<file path="src/common/cpu_pkg.sv">
package cpu_pkg;

	typedef logic [31:0] word_t;
	typedef logic [4:0]  reg_addr_t;

	localparam word_t ZERO_WORD = 32'h0000_0000;

	// executed operation, shared by decode and execute
	typedef enum logic [4:0] {
		OP_ADD, OP_SUB, OP_AND, OP_OR, OP_XOR, OP_NOR,
		OP_SLT, OP_SLTU, OP_SLL, OP_SRL, OP_SRA, OP_LUI,
		OP_MOVZ, OP_MOVN, OP_JAL, OP_NOP, OP_INVALID
	} oper_t;

	// R layout of an instruction word
	typedef struct packed {
		logic [5:0] opcode;
		reg_addr_t  rs;
		reg_addr_t  rt;
		reg_addr_t  rd;
		logic [4:0] shamt;
		logic [5:0] funct;
	} inst_r_t;

	// I layout, same word read with a 16-bit immediate
	typedef struct packed {
		logic [5:0]  opcode;
		reg_addr_t   rs;
		reg_addr_t   rt;
		logic [15:0] imm;
	} inst_i_t;

	typedef union packed {
		inst_r_t r;
		inst_i_t i;
	} inst_t;

	typedef struct packed {
		logic      we;
		reg_addr_t waddr;
		word_t     wdata;
	} reg_wr_t;

	typedef struct packed {
		logic  valid;
		word_t pc;
		inst_t inst;
	} if_data_t;

	typedef struct packed {
		logic       valid;
		oper_t      op;
		word_t      pc;
		word_t      reg1;
		word_t      reg2;
		word_t      imm;
		logic [4:0] shamt;
		logic       we;
		reg_addr_t  waddr;
	} id_data_t;

	localparam logic [5:0] OPC_SPECIAL = 6'h00;
	localparam logic [5:0] OPC_J       = 6'h02;
	localparam logic [5:0] OPC_JAL     = 6'h03;
	localparam logic [5:0] OPC_ADDIU   = 6'h09;
	localparam logic [5:0] OPC_SLTI    = 6'h0a;
	localparam logic [5:0] OPC_SLTIU   = 6'h0b;
	localparam logic [5:0] OPC_ANDI    = 6'h0c;
	localparam logic [5:0] OPC_ORI     = 6'h0d;
	localparam logic [5:0] OPC_XORI    = 6'h0e;
	localparam logic [5:0] OPC_LUI     = 6'h0f;

	// SPECIAL funct field
	localparam logic [5:0] FN_SLL  = 6'h00;
	localparam logic [5:0] FN_SRL  = 6'h02;
	localparam logic [5:0] FN_SRA  = 6'h03;
	localparam logic [5:0] FN_MOVZ = 6'h0a;
	localparam logic [5:0] FN_MOVN = 6'h0b;
	localparam logic [5:0] FN_ADD  = 6'h20;
	localparam logic [5:0] FN_ADDU = 6'h21;
	localparam logic [5:0] FN_SUB  = 6'h22;
	localparam logic [5:0] FN_SUBU = 6'h23;
	localparam logic [5:0] FN_AND  = 6'h24;
	localparam logic [5:0] FN_OR   = 6'h25;
	localparam logic [5:0] FN_XOR  = 6'h26;
	localparam logic [5:0] FN_NOR  = 6'h27;
	localparam logic [5:0] FN_SLT  = 6'h2a;
	localparam logic [5:0] FN_SLTU = 6'h2b;

endpackage

</file>
<file path="src/inst_fetch.sv">
`timescale 1ns/1ps

module inst_fetch (
	input  logic             clk_i,
	input  logic             rst_n_i,
	input  logic             inst_req_i,
	input  cpu_pkg::word_t   inst_i,
	input  cpu_pkg::word_t   pc_i,
	output logic             inst_ack_o,
	output cpu_pkg::if_data_t if_o
);

	import cpu_pkg::*;

	typedef enum logic {
		S_IDLE,
		S_ACKED
	} state_t;

	state_t state_q;
	logic   valid_q;
	word_t  pc_q;
	inst_t  inst_q;

	// four-phase handshake, ack mirrors the acked state
	always_ff @(posedge clk_i) begin
		if (!rst_n_i) begin
			state_q <= S_IDLE;
			valid_q <= 1'b0;
		end else begin
			valid_q <= 1'b0;
			case (state_q)
				S_IDLE: begin
					if (inst_req_i) begin
						state_q <= S_ACKED;
						valid_q <= 1'b1;
					end
				end
				S_ACKED: begin
					// wait for the source to release req
					if (!inst_req_i) begin
						state_q <= S_IDLE;
					end
				end
				default: state_q <= S_IDLE;
			endcase
		end
	end

	// capture word and pc on entry to the acked state
	always_ff @(posedge clk_i) begin
		if (state_q == S_IDLE && inst_req_i) begin
			pc_q   <= pc_i;
			inst_q <= inst_i;
		end
	end

	assign inst_ack_o = (state_q == S_ACKED);

	assign if_o.valid = valid_q;
	assign if_o.pc    = pc_q;
	assign if_o.inst  = inst_q;

endmodule

</file>
<file path="src/decode/cpu_id.sv">
`timescale 1ns/1ps

module cpu_id (
	input  logic                clk_i,
	input  logic                rst_n_i,
	input  cpu_pkg::if_data_t   if_i,
	input  cpu_pkg::word_t      reg1_i,
	input  cpu_pkg::word_t      reg2_i,
	input  cpu_pkg::reg_wr_t    wb_i,
	output cpu_pkg::reg_addr_t  reg_raddr1_o,
	output cpu_pkg::reg_addr_t  reg_raddr2_o,
	output cpu_pkg::id_data_t   id_o
);

	import cpu_pkg::*;

	inst_t     inst;
	logic [5:0] opcode;
	oper_t     op;
	word_t     imm;
	word_t     safe_reg1;
	word_t     safe_reg2;
	word_t     reg2_sel;
	logic      reg_we;
	reg_addr_t reg_waddr;
	logic      cond_move_not_taken;
	id_data_t  id_q;

	assign inst   = if_i.inst;
	assign opcode = inst.r.opcode;

	// format decode and register addresses
	always_comb begin
		op           = OP_INVALID;
		reg_raddr1_o = '0;
		reg_raddr2_o = '0;
		reg_waddr    = '0;
		reg_we       = 1'b0;
		imm          = ZERO_WORD;
		case (opcode)
			OPC_SPECIAL: begin
				reg_raddr1_o = inst.r.rs;
				reg_raddr2_o = inst.r.rt;
				reg_waddr    = inst.r.rd;
				reg_we       = 1'b1;
				case (inst.r.funct)
					FN_ADD, FN_ADDU: op = OP_ADD;
					FN_SUB, FN_SUBU: op = OP_SUB;
					FN_AND:          op = OP_AND;
					FN_OR:           op = OP_OR;
					FN_XOR:          op = OP_XOR;
					FN_NOR:          op = OP_NOR;
					FN_SLT:          op = OP_SLT;
					FN_SLTU:         op = OP_SLTU;
					FN_SLL:          op = OP_SLL;
					FN_SRL:          op = OP_SRL;
					FN_SRA:          op = OP_SRA;
					FN_MOVZ:         op = OP_MOVZ;
					FN_MOVN:         op = OP_MOVN;
					default: begin
						op     = OP_INVALID;
						reg_we = 1'b0;
					end
				endcase
				// all-zero word is the canonical nop
				if (inst == '0) begin
					op     = OP_NOP;
					reg_we = 1'b0;
				end
			end
			OPC_ADDIU, OPC_SLTI, OPC_SLTIU, OPC_ANDI, OPC_ORI, OPC_XORI, OPC_LUI: begin
				reg_raddr1_o = inst.i.rs;
				reg_waddr    = inst.i.rt;
				reg_we       = 1'b1;
				imm          = {{16{inst.i.imm[15]}}, inst.i.imm};
				case (opcode)
					OPC_ADDIU: op = OP_ADD;
					OPC_SLTI:  op = OP_SLT;
					OPC_SLTIU: op = OP_SLTU;
					OPC_ANDI:  op = OP_AND;
					OPC_ORI:   op = OP_OR;
					OPC_XORI:  op = OP_XOR;
					default:   op = OP_LUI;
				endcase
				// logical immediates are zero extended
				if (opcode == OPC_ANDI || opcode == OPC_ORI || opcode == OPC_XORI) begin
					imm = {16'h0000, inst.i.imm};
				end
				if (opcode == OPC_LUI) begin
					imm = {inst.i.imm, 16'h0000};
				end
			end
			OPC_J: begin
				// no control flow here, J retires without a write
				op = OP_NOP;
			end
			OPC_JAL: begin
				op        = OP_JAL;
				reg_waddr = 5'd31;
				reg_we    = 1'b1;
			end
			default: op = OP_INVALID;
		endcase
	end

	// writeback bypass, $0 always reads zero
	always_comb begin
		if (reg_raddr1_o == '0) begin
			safe_reg1 = ZERO_WORD;
		end else if (wb_i.we && wb_i.waddr == reg_raddr1_o) begin
			safe_reg1 = wb_i.wdata;
		end else begin
			safe_reg1 = reg1_i;
		end

		if (reg_raddr2_o == '0) begin
			safe_reg2 = ZERO_WORD;
		end else if (wb_i.we && wb_i.waddr == reg_raddr2_o) begin
			safe_reg2 = wb_i.wdata;
		end else begin
			safe_reg2 = reg2_i;
		end
	end

	// conditional moves test rt
	assign cond_move_not_taken = (op == OP_MOVZ && safe_reg2 != ZERO_WORD) ||
		(op == OP_MOVN && safe_reg2 == ZERO_WORD);

	// I-type replaces the second operand with the immediate
	assign reg2_sel = (opcode == OPC_SPECIAL) ? safe_reg2 : imm;

	// ID/EX register
	always_ff @(posedge clk_i) begin
		if (!rst_n_i) begin
			id_q.valid <= 1'b0;
		end else begin
			id_q.valid <= if_i.valid;
		end
		if (if_i.valid) begin
			id_q.op    <= op;
			id_q.pc    <= if_i.pc;
			id_q.reg1  <= safe_reg1;
			id_q.reg2  <= reg2_sel;
			id_q.imm   <= imm;
			id_q.shamt <= inst.r.shamt;
			id_q.we    <= reg_we & ~cond_move_not_taken;
			id_q.waddr <= reg_waddr;
		end
	end

	assign id_o = id_q;

endmodule

</file>
<file path="src/reg_file.sv">
`timescale 1ns/1ps

module reg_file #(
	parameter int NUM_REGS = 32
) (
	input  logic               clk_i,
	input  logic               rst_n_i,
	input  cpu_pkg::reg_addr_t raddr1_i,
	input  cpu_pkg::reg_addr_t raddr2_i,
	input  cpu_pkg::reg_wr_t   wr_i,
	output cpu_pkg::word_t     rdata1_o,
	output cpu_pkg::word_t     rdata2_o
);

	import cpu_pkg::*;

	word_t regs [0:NUM_REGS-1];

	// $0 is never written, so it keeps its reset value
	always_ff @(posedge clk_i) begin
		if (!rst_n_i) begin
			for (int i = 0; i < NUM_REGS; i++) begin
				regs[i] <= ZERO_WORD;
			end
		end else if (wr_i.we && wr_i.waddr != '0 && wr_i.waddr < NUM_REGS) begin
			regs[wr_i.waddr] <= wr_i.wdata;
		end
	end

	// addresses past the array read as zero
	assign rdata1_o = (raddr1_i < NUM_REGS) ? regs[raddr1_i] : ZERO_WORD;
	assign rdata2_o = (raddr2_i < NUM_REGS) ? regs[raddr2_i] : ZERO_WORD;

endmodule

</file>
<file path="src/cpu_ex.sv">
`timescale 1ns/1ps

module cpu_ex (
	input  logic              clk_i,
	input  logic              rst_n_i,
	input  cpu_pkg::id_data_t id_i,
	output cpu_pkg::reg_wr_t  wb_o
);

	import cpu_pkg::*;

	word_t   alu_res;
	reg_wr_t wb_q;

	// ALU, reg2 already holds the immediate for I-type
	always_comb begin
		case (id_i.op)
			OP_ADD:  alu_res = id_i.reg1 + id_i.reg2;
			OP_SUB:  alu_res = id_i.reg1 - id_i.reg2;
			OP_AND:  alu_res = id_i.reg1 & id_i.reg2;
			OP_OR:   alu_res = id_i.reg1 | id_i.reg2;
			OP_XOR:  alu_res = id_i.reg1 ^ id_i.reg2;
			OP_NOR:  alu_res = ~(id_i.reg1 | id_i.reg2);
			OP_SLT: begin
				alu_res = {31'b0, $signed(id_i.reg1) < $signed(id_i.reg2)};
			end
			OP_SLTU: begin
				alu_res = {31'b0, id_i.reg1 < id_i.reg2};
			end
			// shifts act on rt by shamt
			OP_SLL:  alu_res = id_i.reg2 << id_i.shamt;
			OP_SRL:  alu_res = id_i.reg2 >> id_i.shamt;
			OP_SRA:  alu_res = word_t'($signed(id_i.reg2) >>> id_i.shamt);
			OP_LUI:  alu_res = id_i.imm;
			// condition was resolved in decode
			OP_MOVZ, OP_MOVN: alu_res = id_i.reg1;
			// return address skips the delay slot
			OP_JAL:  alu_res = id_i.pc + 32'd8;
			default: alu_res = ZERO_WORD;
		endcase
	end

	// EX/WB register
	always_ff @(posedge clk_i) begin
		if (!rst_n_i) begin
			wb_q.we <= 1'b0;
		end else begin
			wb_q.we <= id_i.valid & id_i.we;
		end
		wb_q.waddr <= id_i.waddr;
		wb_q.wdata <= alu_res;
	end

	assign wb_o = wb_q;

endmodule

</file>
<file path="src/cpu_top.sv">
`timescale 1ns/1ps

module cpu_top #(
	parameter int NUM_REGS = 32
) (
	input  logic             clk_i,
	input  logic             rst_n_i,
	input  logic             inst_req_i,
	input  cpu_pkg::word_t   inst_i,
	input  cpu_pkg::word_t   pc_i,
	output logic             inst_ack_o,
	output cpu_pkg::reg_wr_t wb_o
);

	import cpu_pkg::*;

	if_data_t  if_data;
	id_data_t  id_data;
	reg_addr_t reg_raddr1;
	reg_addr_t reg_raddr2;
	word_t     reg_rdata1;
	word_t     reg_rdata2;

	inst_fetch u_inst_fetch (
		.clk_i      (clk_i),
		.rst_n_i    (rst_n_i),
		.inst_req_i (inst_req_i),
		.inst_i     (inst_i),
		.pc_i       (pc_i),
		.inst_ack_o (inst_ack_o),
		.if_o       (if_data)
	);

	cpu_id u_cpu_id (
		.clk_i        (clk_i),
		.rst_n_i      (rst_n_i),
		.if_i         (if_data),
		.reg1_i       (reg_rdata1),
		.reg2_i       (reg_rdata2),
		.wb_i         (wb_o),
		.reg_raddr1_o (reg_raddr1),
		.reg_raddr2_o (reg_raddr2),
		.id_o         (id_data)
	);

	// writeback feeds the array, the bypass and the port
	reg_file #(
		.NUM_REGS (NUM_REGS)
	) u_reg_file (
		.clk_i    (clk_i),
		.rst_n_i  (rst_n_i),
		.raddr1_i (reg_raddr1),
		.raddr2_i (reg_raddr2),
		.wr_i     (wb_o),
		.rdata1_o (reg_rdata1),
		.rdata2_o (reg_rdata2)
	);

	cpu_ex u_cpu_ex (
		.clk_i   (clk_i),
		.rst_n_i (rst_n_i),
		.id_i    (id_data),
		.wb_o    (wb_o)
	);

endmodule

</file>
<file path="config.mk">
export PLATFORM = sky130hd
export DESIGN_NAME = cpu_top
export DESIGN_NICKNAME = d
export VERILOG_FILES = /design/src/common/cpu_pkg.sv /design/src/inst_fetch.sv /design/src/decode/cpu_id.sv /design/src/reg_file.sv /design/src/cpu_ex.sv /design/src/cpu_top.sv
export SDC_FILE = /design/constraint.sdc
export NUM_CORES = 2
export LEC_CHECK = 0
export ABC_AREA = 1
export BUFFER_PORTS_ARGS = -buffer_cell sky130_fd_sc_hd__buf_2
export CAP_MARGIN = 20
export CORE_AREA = 2 2 515 517
export DETAILED_ROUTE_END_ITERATION = 8
export DIE_AREA = 0 0 517 519
export PLACE_DENSITY = 0.47
export SLEW_MARGIN = 20
export SYNTH_ARGS = -nofsm -noshare
export SYNTH_HDL_FRONTEND = slang
export SYNTH_HIERARCHICAL = 1
export SYNTH_SLANG_ARGS = --single-unit
export TNS_END_PERCENT = 20
</file>
<file path="constraint.sdc">
create_clock -name clk_i -period 9.8 [get_ports clk_i]
set_input_delay 1.47 -clock clk_i [delete_from_list [all_inputs] [get_ports clk_i]]
set_output_delay 1.47 -clock clk_i [all_outputs]
set_load 0.005 [all_outputs]
</file>
Word level (Yosys, flattened, before mapping)
Memories as Yosys holds them, arrays and structs flattened. Index checks and enable logic that the tools add are counted.

Memories kept: 1. Logic and storage cells: 128. Bits of input ports: 67. Bits in latches: 0. Register bits after elaboration: 249. Output and inout port bits: 39. Bits in read-only memories: 0. Memory bits (writable): 1024.

Memories: u_reg_file.regs (words 32, bits a word 32, rd ports 2, clocked after memory_dff 0, write ports 32, line reg_file.sv:17) `word_t regs [0:NUM_REGS-1];`.

Div/mod/pow operators: 0. $lt $le $gt $ge: 2. Bitwise logic cells: 9. $mul: 0. Shift operators: 3. $add $sub $neg: 3. Multiplexer cells: 26. Equal/unequal tests: 41. Reduce and logical (&&, ||, !) cells: 27.

Operators with widths (number): $pmux W32 S14 (1); $mux W32 (8); $pmux W5 S13 (1); $logic_not A32 Y1 (2); $lt A32 B32 Y1 (2); $eq A6 B6 Y1 const B (10); $eq A6 B4 Y1 const B (9); $eq A5 B4 Y1 const B (9); $add A32 B32 Y32 (1); $add A32 B4 Y32 const B (1); $and A32 B32 Y32 (1); $not A32 Y32 (1); $or A32 B32 Y32 (1); $reduce_bool A32 Y1 (1); $reduce_or A32 Y1 (1); $shl A32 B5 Y32 (1); $shr A32 B5 Y32 (1); $sshr A32 B5 Y32 (1); $sub A32 B32 Y32 (1); $xor A32 B32 Y32 (1); $eq A6 B2 Y1 const B (4); $pmux W4 S6 (1); $eq A5 B3 Y1 const B (4); $mux W5 (4); 18 further kinds (44).

Depth between registers and ports, before layout
Depth after elaboration: 11. Gate-level depth with buffers: 25. Depth with buffers taken out: 22.

Modules after synthesis
The synthesis kept the hierarchy.

Modules (own cells, without submodules): reg_file (area an instance 56671.9 um^2, cells each 7191, instances 1, sequential area each 30749.5 um^2); cpu_ex (area an instance 12721.0 um^2, cells each 2594, instances 1, sequential area each 760.7 um^2); cpu_id (area an instance 7090.6 um^2, cells each 741, instances 1, sequential area each 4344.2 um^2); inst_fetch (area an instance 1995.7 um^2, cells each 74, instances 1, sequential area each 1961.9 um^2).

Worst setup path after synthesis
OpenSTA, ideal clock, no wires.

Path type: input to register. From: in inst_req_i. To: reg u_inst_fetch/inst_q[0] (netlist name) (enable). Arrival: 4.213 ns. Path slack: 5.099 ns. Stages: 2. Required time: 9.312 ns. Buffers on the path: 0. Cells stage by stage: inv_1 > nor2_1.

Cells in the longest elaborated chain, start to end: 1.

RTL lines: from (decl) (line cpu_top.sv:8) `input logic inst_req_i,`; $logic_and A1 B1 Y1 (line inst_fetch.sv:52) `if (state_q == S_IDLE && inst_req_i) begin`; to (signal assigned) (line inst_fetch.sv:54) `inst_q <= inst_i;`; to (decl) (line inst_fetch.sv:23) `inst_t inst_q;`.

Every way passes these cells. A chain may end at the register's enable or synchronous reset.

Final worst setup path
From: reg u_inst_fetch/inst_q[28] (netlist name). To: reg u_cpu_id.id_q, in the netlist u_cpu_id/id_o[5] (data pin).

RTL lines: $logic_not A6 Y1 (*) (line cpu_id.sv:40) `case (opcode)`; $mux W5 (*) (line cpu_id.sv:40); via reg_raddr2[0] (line cpu_top.sv:20) `reg_addr_t reg_raddr2;`; $mem_v2 Z32 W32 (*); via reg_rdata2[15] (line cpu_top.sv:22) `word_t reg_rdata2;`; $mux W32 (*) (line cpu_id.sv:118) `end else if (wb_i.we && wb_i.waddr == reg_raddr2_o) begin`; $mux W32 (*) (line cpu_id.sv:116) `if (reg_raddr2_o == '0) begin`; $reduce_bool A32 Y1 / $logic_not A32 Y1 (equally long branches) (line cpu_id.sv:126, cpu_id.sv:127); $logic_and A1 B1 Y1 (on tied branches) (line cpu_id.sv:126, cpu_id.sv:127); $logic_or A1 B1 Y1 (*) (line cpu_id.sv:126) `assign cond_move_not_taken = (op == OP_MOVZ && safe_reg2 != ZERO_WORD) ||`; $not A1 Y1 (*) (line cpu_id.sv:146) `id_q.we <= reg_we & ~cond_move_not_taken;`; $and A1 B1 Y1 (*) (line cpu_id.sv:146); to (decl) (line cpu_id.sv:27) `id_data_t id_q;`.

The timed path passes the listed nets; every way through them passes the cells marked *.

==> results_dict.tcl <==
set metrics [dict create \
    postCtsSetupRepairBufs 0 \
    route.detailed.drc 0 \
    wire_per_inst_microns 27.3 \
    clk_latency_ns 0.85 \
    drv_cap 0 \
    hp-class "reg2reg" \
    min_to "u_cpu_ex/wb_o[32]" \
    fin_util 0.328 \
    clk_path_buf_depth 3 \
    finalWorstSetupSlack_ns 4.13 \
    synth_area_per_cell_sq_um 7.40 \
    hpwl_mm 235 \
    nets 10500 \
    stdcell_count 14000 \
    ys_warn_count 6 \
    port_buffers 105 \
    worst_pin_slew_ns 1.21 \
    dieWidth_microns 517 \
    cts_tree "yes" \
    clk_pin_slew_ns 0.06 \
    clock_sinks 1273 \
    detailedPlace.worstSlack_ns 4.49 \
    grt_pass1_wl_mm 537 \
    p_leak_nw 35.8 \
    fmax_mhz 176 \
    min_period_ns 5.67 \
    dp.cells 13700 \
    htreeDepth 4 \
    cp-end-kind "flip-flop" \
    ys_seq_area_frac 0.482 \
    max_slew_margin 0.191 \
    hold_viol 0 \
    rows 189 \
    grt.overflow.total 0 \
    synthArstFlopShare 0 \
    arrival_ns 6.23 \
    syn_to_final_growth_pct 9.97 \
    cts_buffers 155 \
    setup_viol 0 \
    setup_tns_ns 0 \
    vias 76900 \
    fp.coreArea_sq_um 263000 \
    grt_pass1_vias 72200 \
    drt_wl_total_mm 380 \
    nFillCells 27900 \
    grt_usage 0.275 \
    maxSlewViolCount 0 \
    rr_startpoint "u_inst_fetch/inst_q[28]" \
    final.period_utilization 0.578 \
    crit_path_start_kind "flip-flop" \
    rsz0062_at_grt "no" \
    pin_count 106 \
    cts_resized 0 \
    syn_inst 10600 \
    hp-start "u_cpu_id/id_o[0]" \
    cp_max_fo 148 \
    die_h_microns 519 \
    ant_nets 0 \
    cp_data_required_time_ns 10.36 \
    whs_path_depth 0 \
    ys.flop_type "edfxtp_1" \
    reg2reg_depth 23 \
    synth_cell_types 49 \
    reg2reg_setup_slack_ns 4.13 \
    dieArea_sq_um 268000 \
    clock_skew_ns 0.0693 \
    syn-cell-area_sq_um 78500 \
    antenna_found_initial 14 \
    routed_via_density 5.51 \
    crit_type "reg2reg" \
    holdBufCountCts 0 \
    firstDrtPassIters 6 \
    p_total_w 0.0132 \
    cts-root-buf "clkbuf_16" \
    initial_core_util 0.298 \
    gp_congestion 0.976 \
    peakVddDrop_v 0.000169 \
    grt_max_degree 195 \
    synth_edf_count 1232 \
    run_status "completed" \
    r2r_end "u_cpu_id/id_o[5]" \
    synth-seq-cells 1273 \
    drive_gt1_frac 0.0583 \
    first_iter_violations 10700 \
    powerDensity_nw_per_um2 153 \
]
[where the power goes]
group          total (W)  switching, W  internal [W]  leakage [nW]
sequential       0.00631      0.000155       0.00615          13.1
combinational    0.00129      0.000998      0.000291          20.4
clock            0.00560       0.00251       0.00309          2.32
total             0.0132       0.00367       0.00954          35.8
[synthesized netlist by cell type, types with 6 or more instances]
master | count | area [sq um]
nand2_1 | 4038 | 15200
nand3_1 | 2034 | 10200
nor2_1 | 1277 | 4790
edfxtp_1 | 1232 | 37000
inv_1 | 562 | 2110
buf_2 | 364 | 1820
clkbuf_1 | 271 | 1020
a21oi_1 | 114 | 571
o21ai_0 | 111 | 556
ha_1 | 103 | 1290
nand4_1 | 78 | 488
nor3_1 | 63 | 315
buf_4 | 62 | 465
dfxtp_1 | 41 | 821
buf_6 | 35 | 394
buf_1 | 27 | 101
and2_1 | 23 | 144
o211ai_1 | 20 | 150
o22ai_1 | 20 | 125
inv_2 | 13 | 48.8
nor2_2 | 13 | 81.3
nor2_4 | 13 | 146
o21bai_1 | 11 | 82.6
nand3b_1 | 10 | 75.1
o21ai_1 | 8 | 40.0
nand3_2 | 7 | 70.1
xor2_1 | 7 | 61.3
nor4_1 | 6 | 37.5
o221ai_1 | 6 | 52.6
[kinds of logic (layout without fill, tap and decap cells)]
group | after synthesis | after routing | synth area share
buffers and inverters | 1339 | 1129 | 0.0764
and+or+nand+nor | 7575 | 7575 | 0.403
other | 1 | 41 | 0.0000478
xor gates and xnor gates | 7 | 7 | 0.000781
DFF | 1273 | 1273 | 0.482
AOI/OAI and AO/OA | 300 | 300 | 0.0212
adders and majority gates | 105 | 105 | 0.0169
[state kept, by name, summed over array words and instances (netlist names)]
name,cells
u_reg_file/regs,1024
u_cpu_ex/wb_o,38
u_inst_fetch/inst_ack_o,1
u_inst_fetch/inst_q,32
u_cpu_id/id_o,145
u_inst_fetch/valid_q,1
u_inst_fetch/pc_q,32
[area by class of cell]
cell class | count | area, sq um | area share
clock buffer | 195 | 4060 | 0.0470
tap | 3533 | 4420 | 0.0512
timing repair buffer | 277 | 1950 | 0.0226
antenna | 9 | 22.5 | 0.000261
multi-input combinational | 8019 | 35000 | 0.406
clock inverter | 78 | 746 | 0.00864
inverter | 579 | 2280 | 0.0264
sequential | 1273 | 37800 | 0.438
[per-stage QoR]
| stage | cell area, sq um | hold slack, ns |
|---|---|---|
| after floorplan | 78600 | 0.323 |
| after global placement | 81500 | 0.326 |
| after detailed placement | 81500 | 0.330 |
| after CTS | 86300 | 0.342 |
| after global routing | 86300 | 0.346 |
| final | 86300 | 0.339 |
[critical path, cell delays in order, from the launching register on]
cell and delay [ns]:
edfxtp_1 0.48, nor2_4 0.10, nand4_1 0.23, inv_8 0.20, inv_16 0.54, buf_4 0.78, buf_4 0.83, nand2_1 0.13
nand3_1 0.12, nand3_1 0.11, nand2_1 0.18, nand2_1 0.08, nand2_1 0.09, nand2_1 0.05, nand2_1 0.10, inv_1 0.05
nand2_1 0.07, nand3_1 0.22, nand2_1 0.13, nor2_1 0.04, nand2_1 0.11, nor2_2 0.05, a21oi_1 0.13, nor2_1 0.07
[routing by layer]
| metal | global-route usage | part of all wire | vias to the layer above |
|---|---|---|---|
| li1 | - | - | 34100 |
| met1 | 0.365 | 0.41 | 37500 |
| met2 | 0.437 | 0.46 | 4443 |
| met3 | 0.0519 | 0.093 | 822 |
| met4 | 0.117 | 0.046 | 6 |
| met5 | 0 | 0.000081 | - |
[placed cells by master (no fill, tap or decap), types with 103 or more instances in the layout]
cell type	instances
a21oi_1	114
buf_2	105
buf_4	161
clkbuf_16	156
edfxtp_1	1232
ha_1	103
inv_1	547
nand2_1	3983
nand3_1	2032
nor2_1	1275
o21ai_0	111
[worst max-delay path by stage]
stage | endpoint | cells past startpoint | slack (ns) | startpoint
3_5_place_dp | u_cpu_id/id_o[5] | 23 | 4.49 | u_inst_fetch/inst_q[26]
2_1_floorplan | u_inst_fetch/inst_q[0] | 2 | 5.10 | inst_req_i
6_report | u_cpu_id/id_o[5] | 23 | 4.13 | u_inst_fetch/inst_q[28]
3_3_place_gp | u_cpu_id/id_o[5] | 23 | 4.52 | u_inst_fetch/inst_q[26]
4_1_cts | u_cpu_id/id_o[5] | 23 | 4.51 | u_inst_fetch/inst_q[28]
5_1_grt | u_cpu_id/id_o[5] | 23 | 3.94 | u_inst_fetch/inst_q[28]
Power figures use the tool's default switching activity.
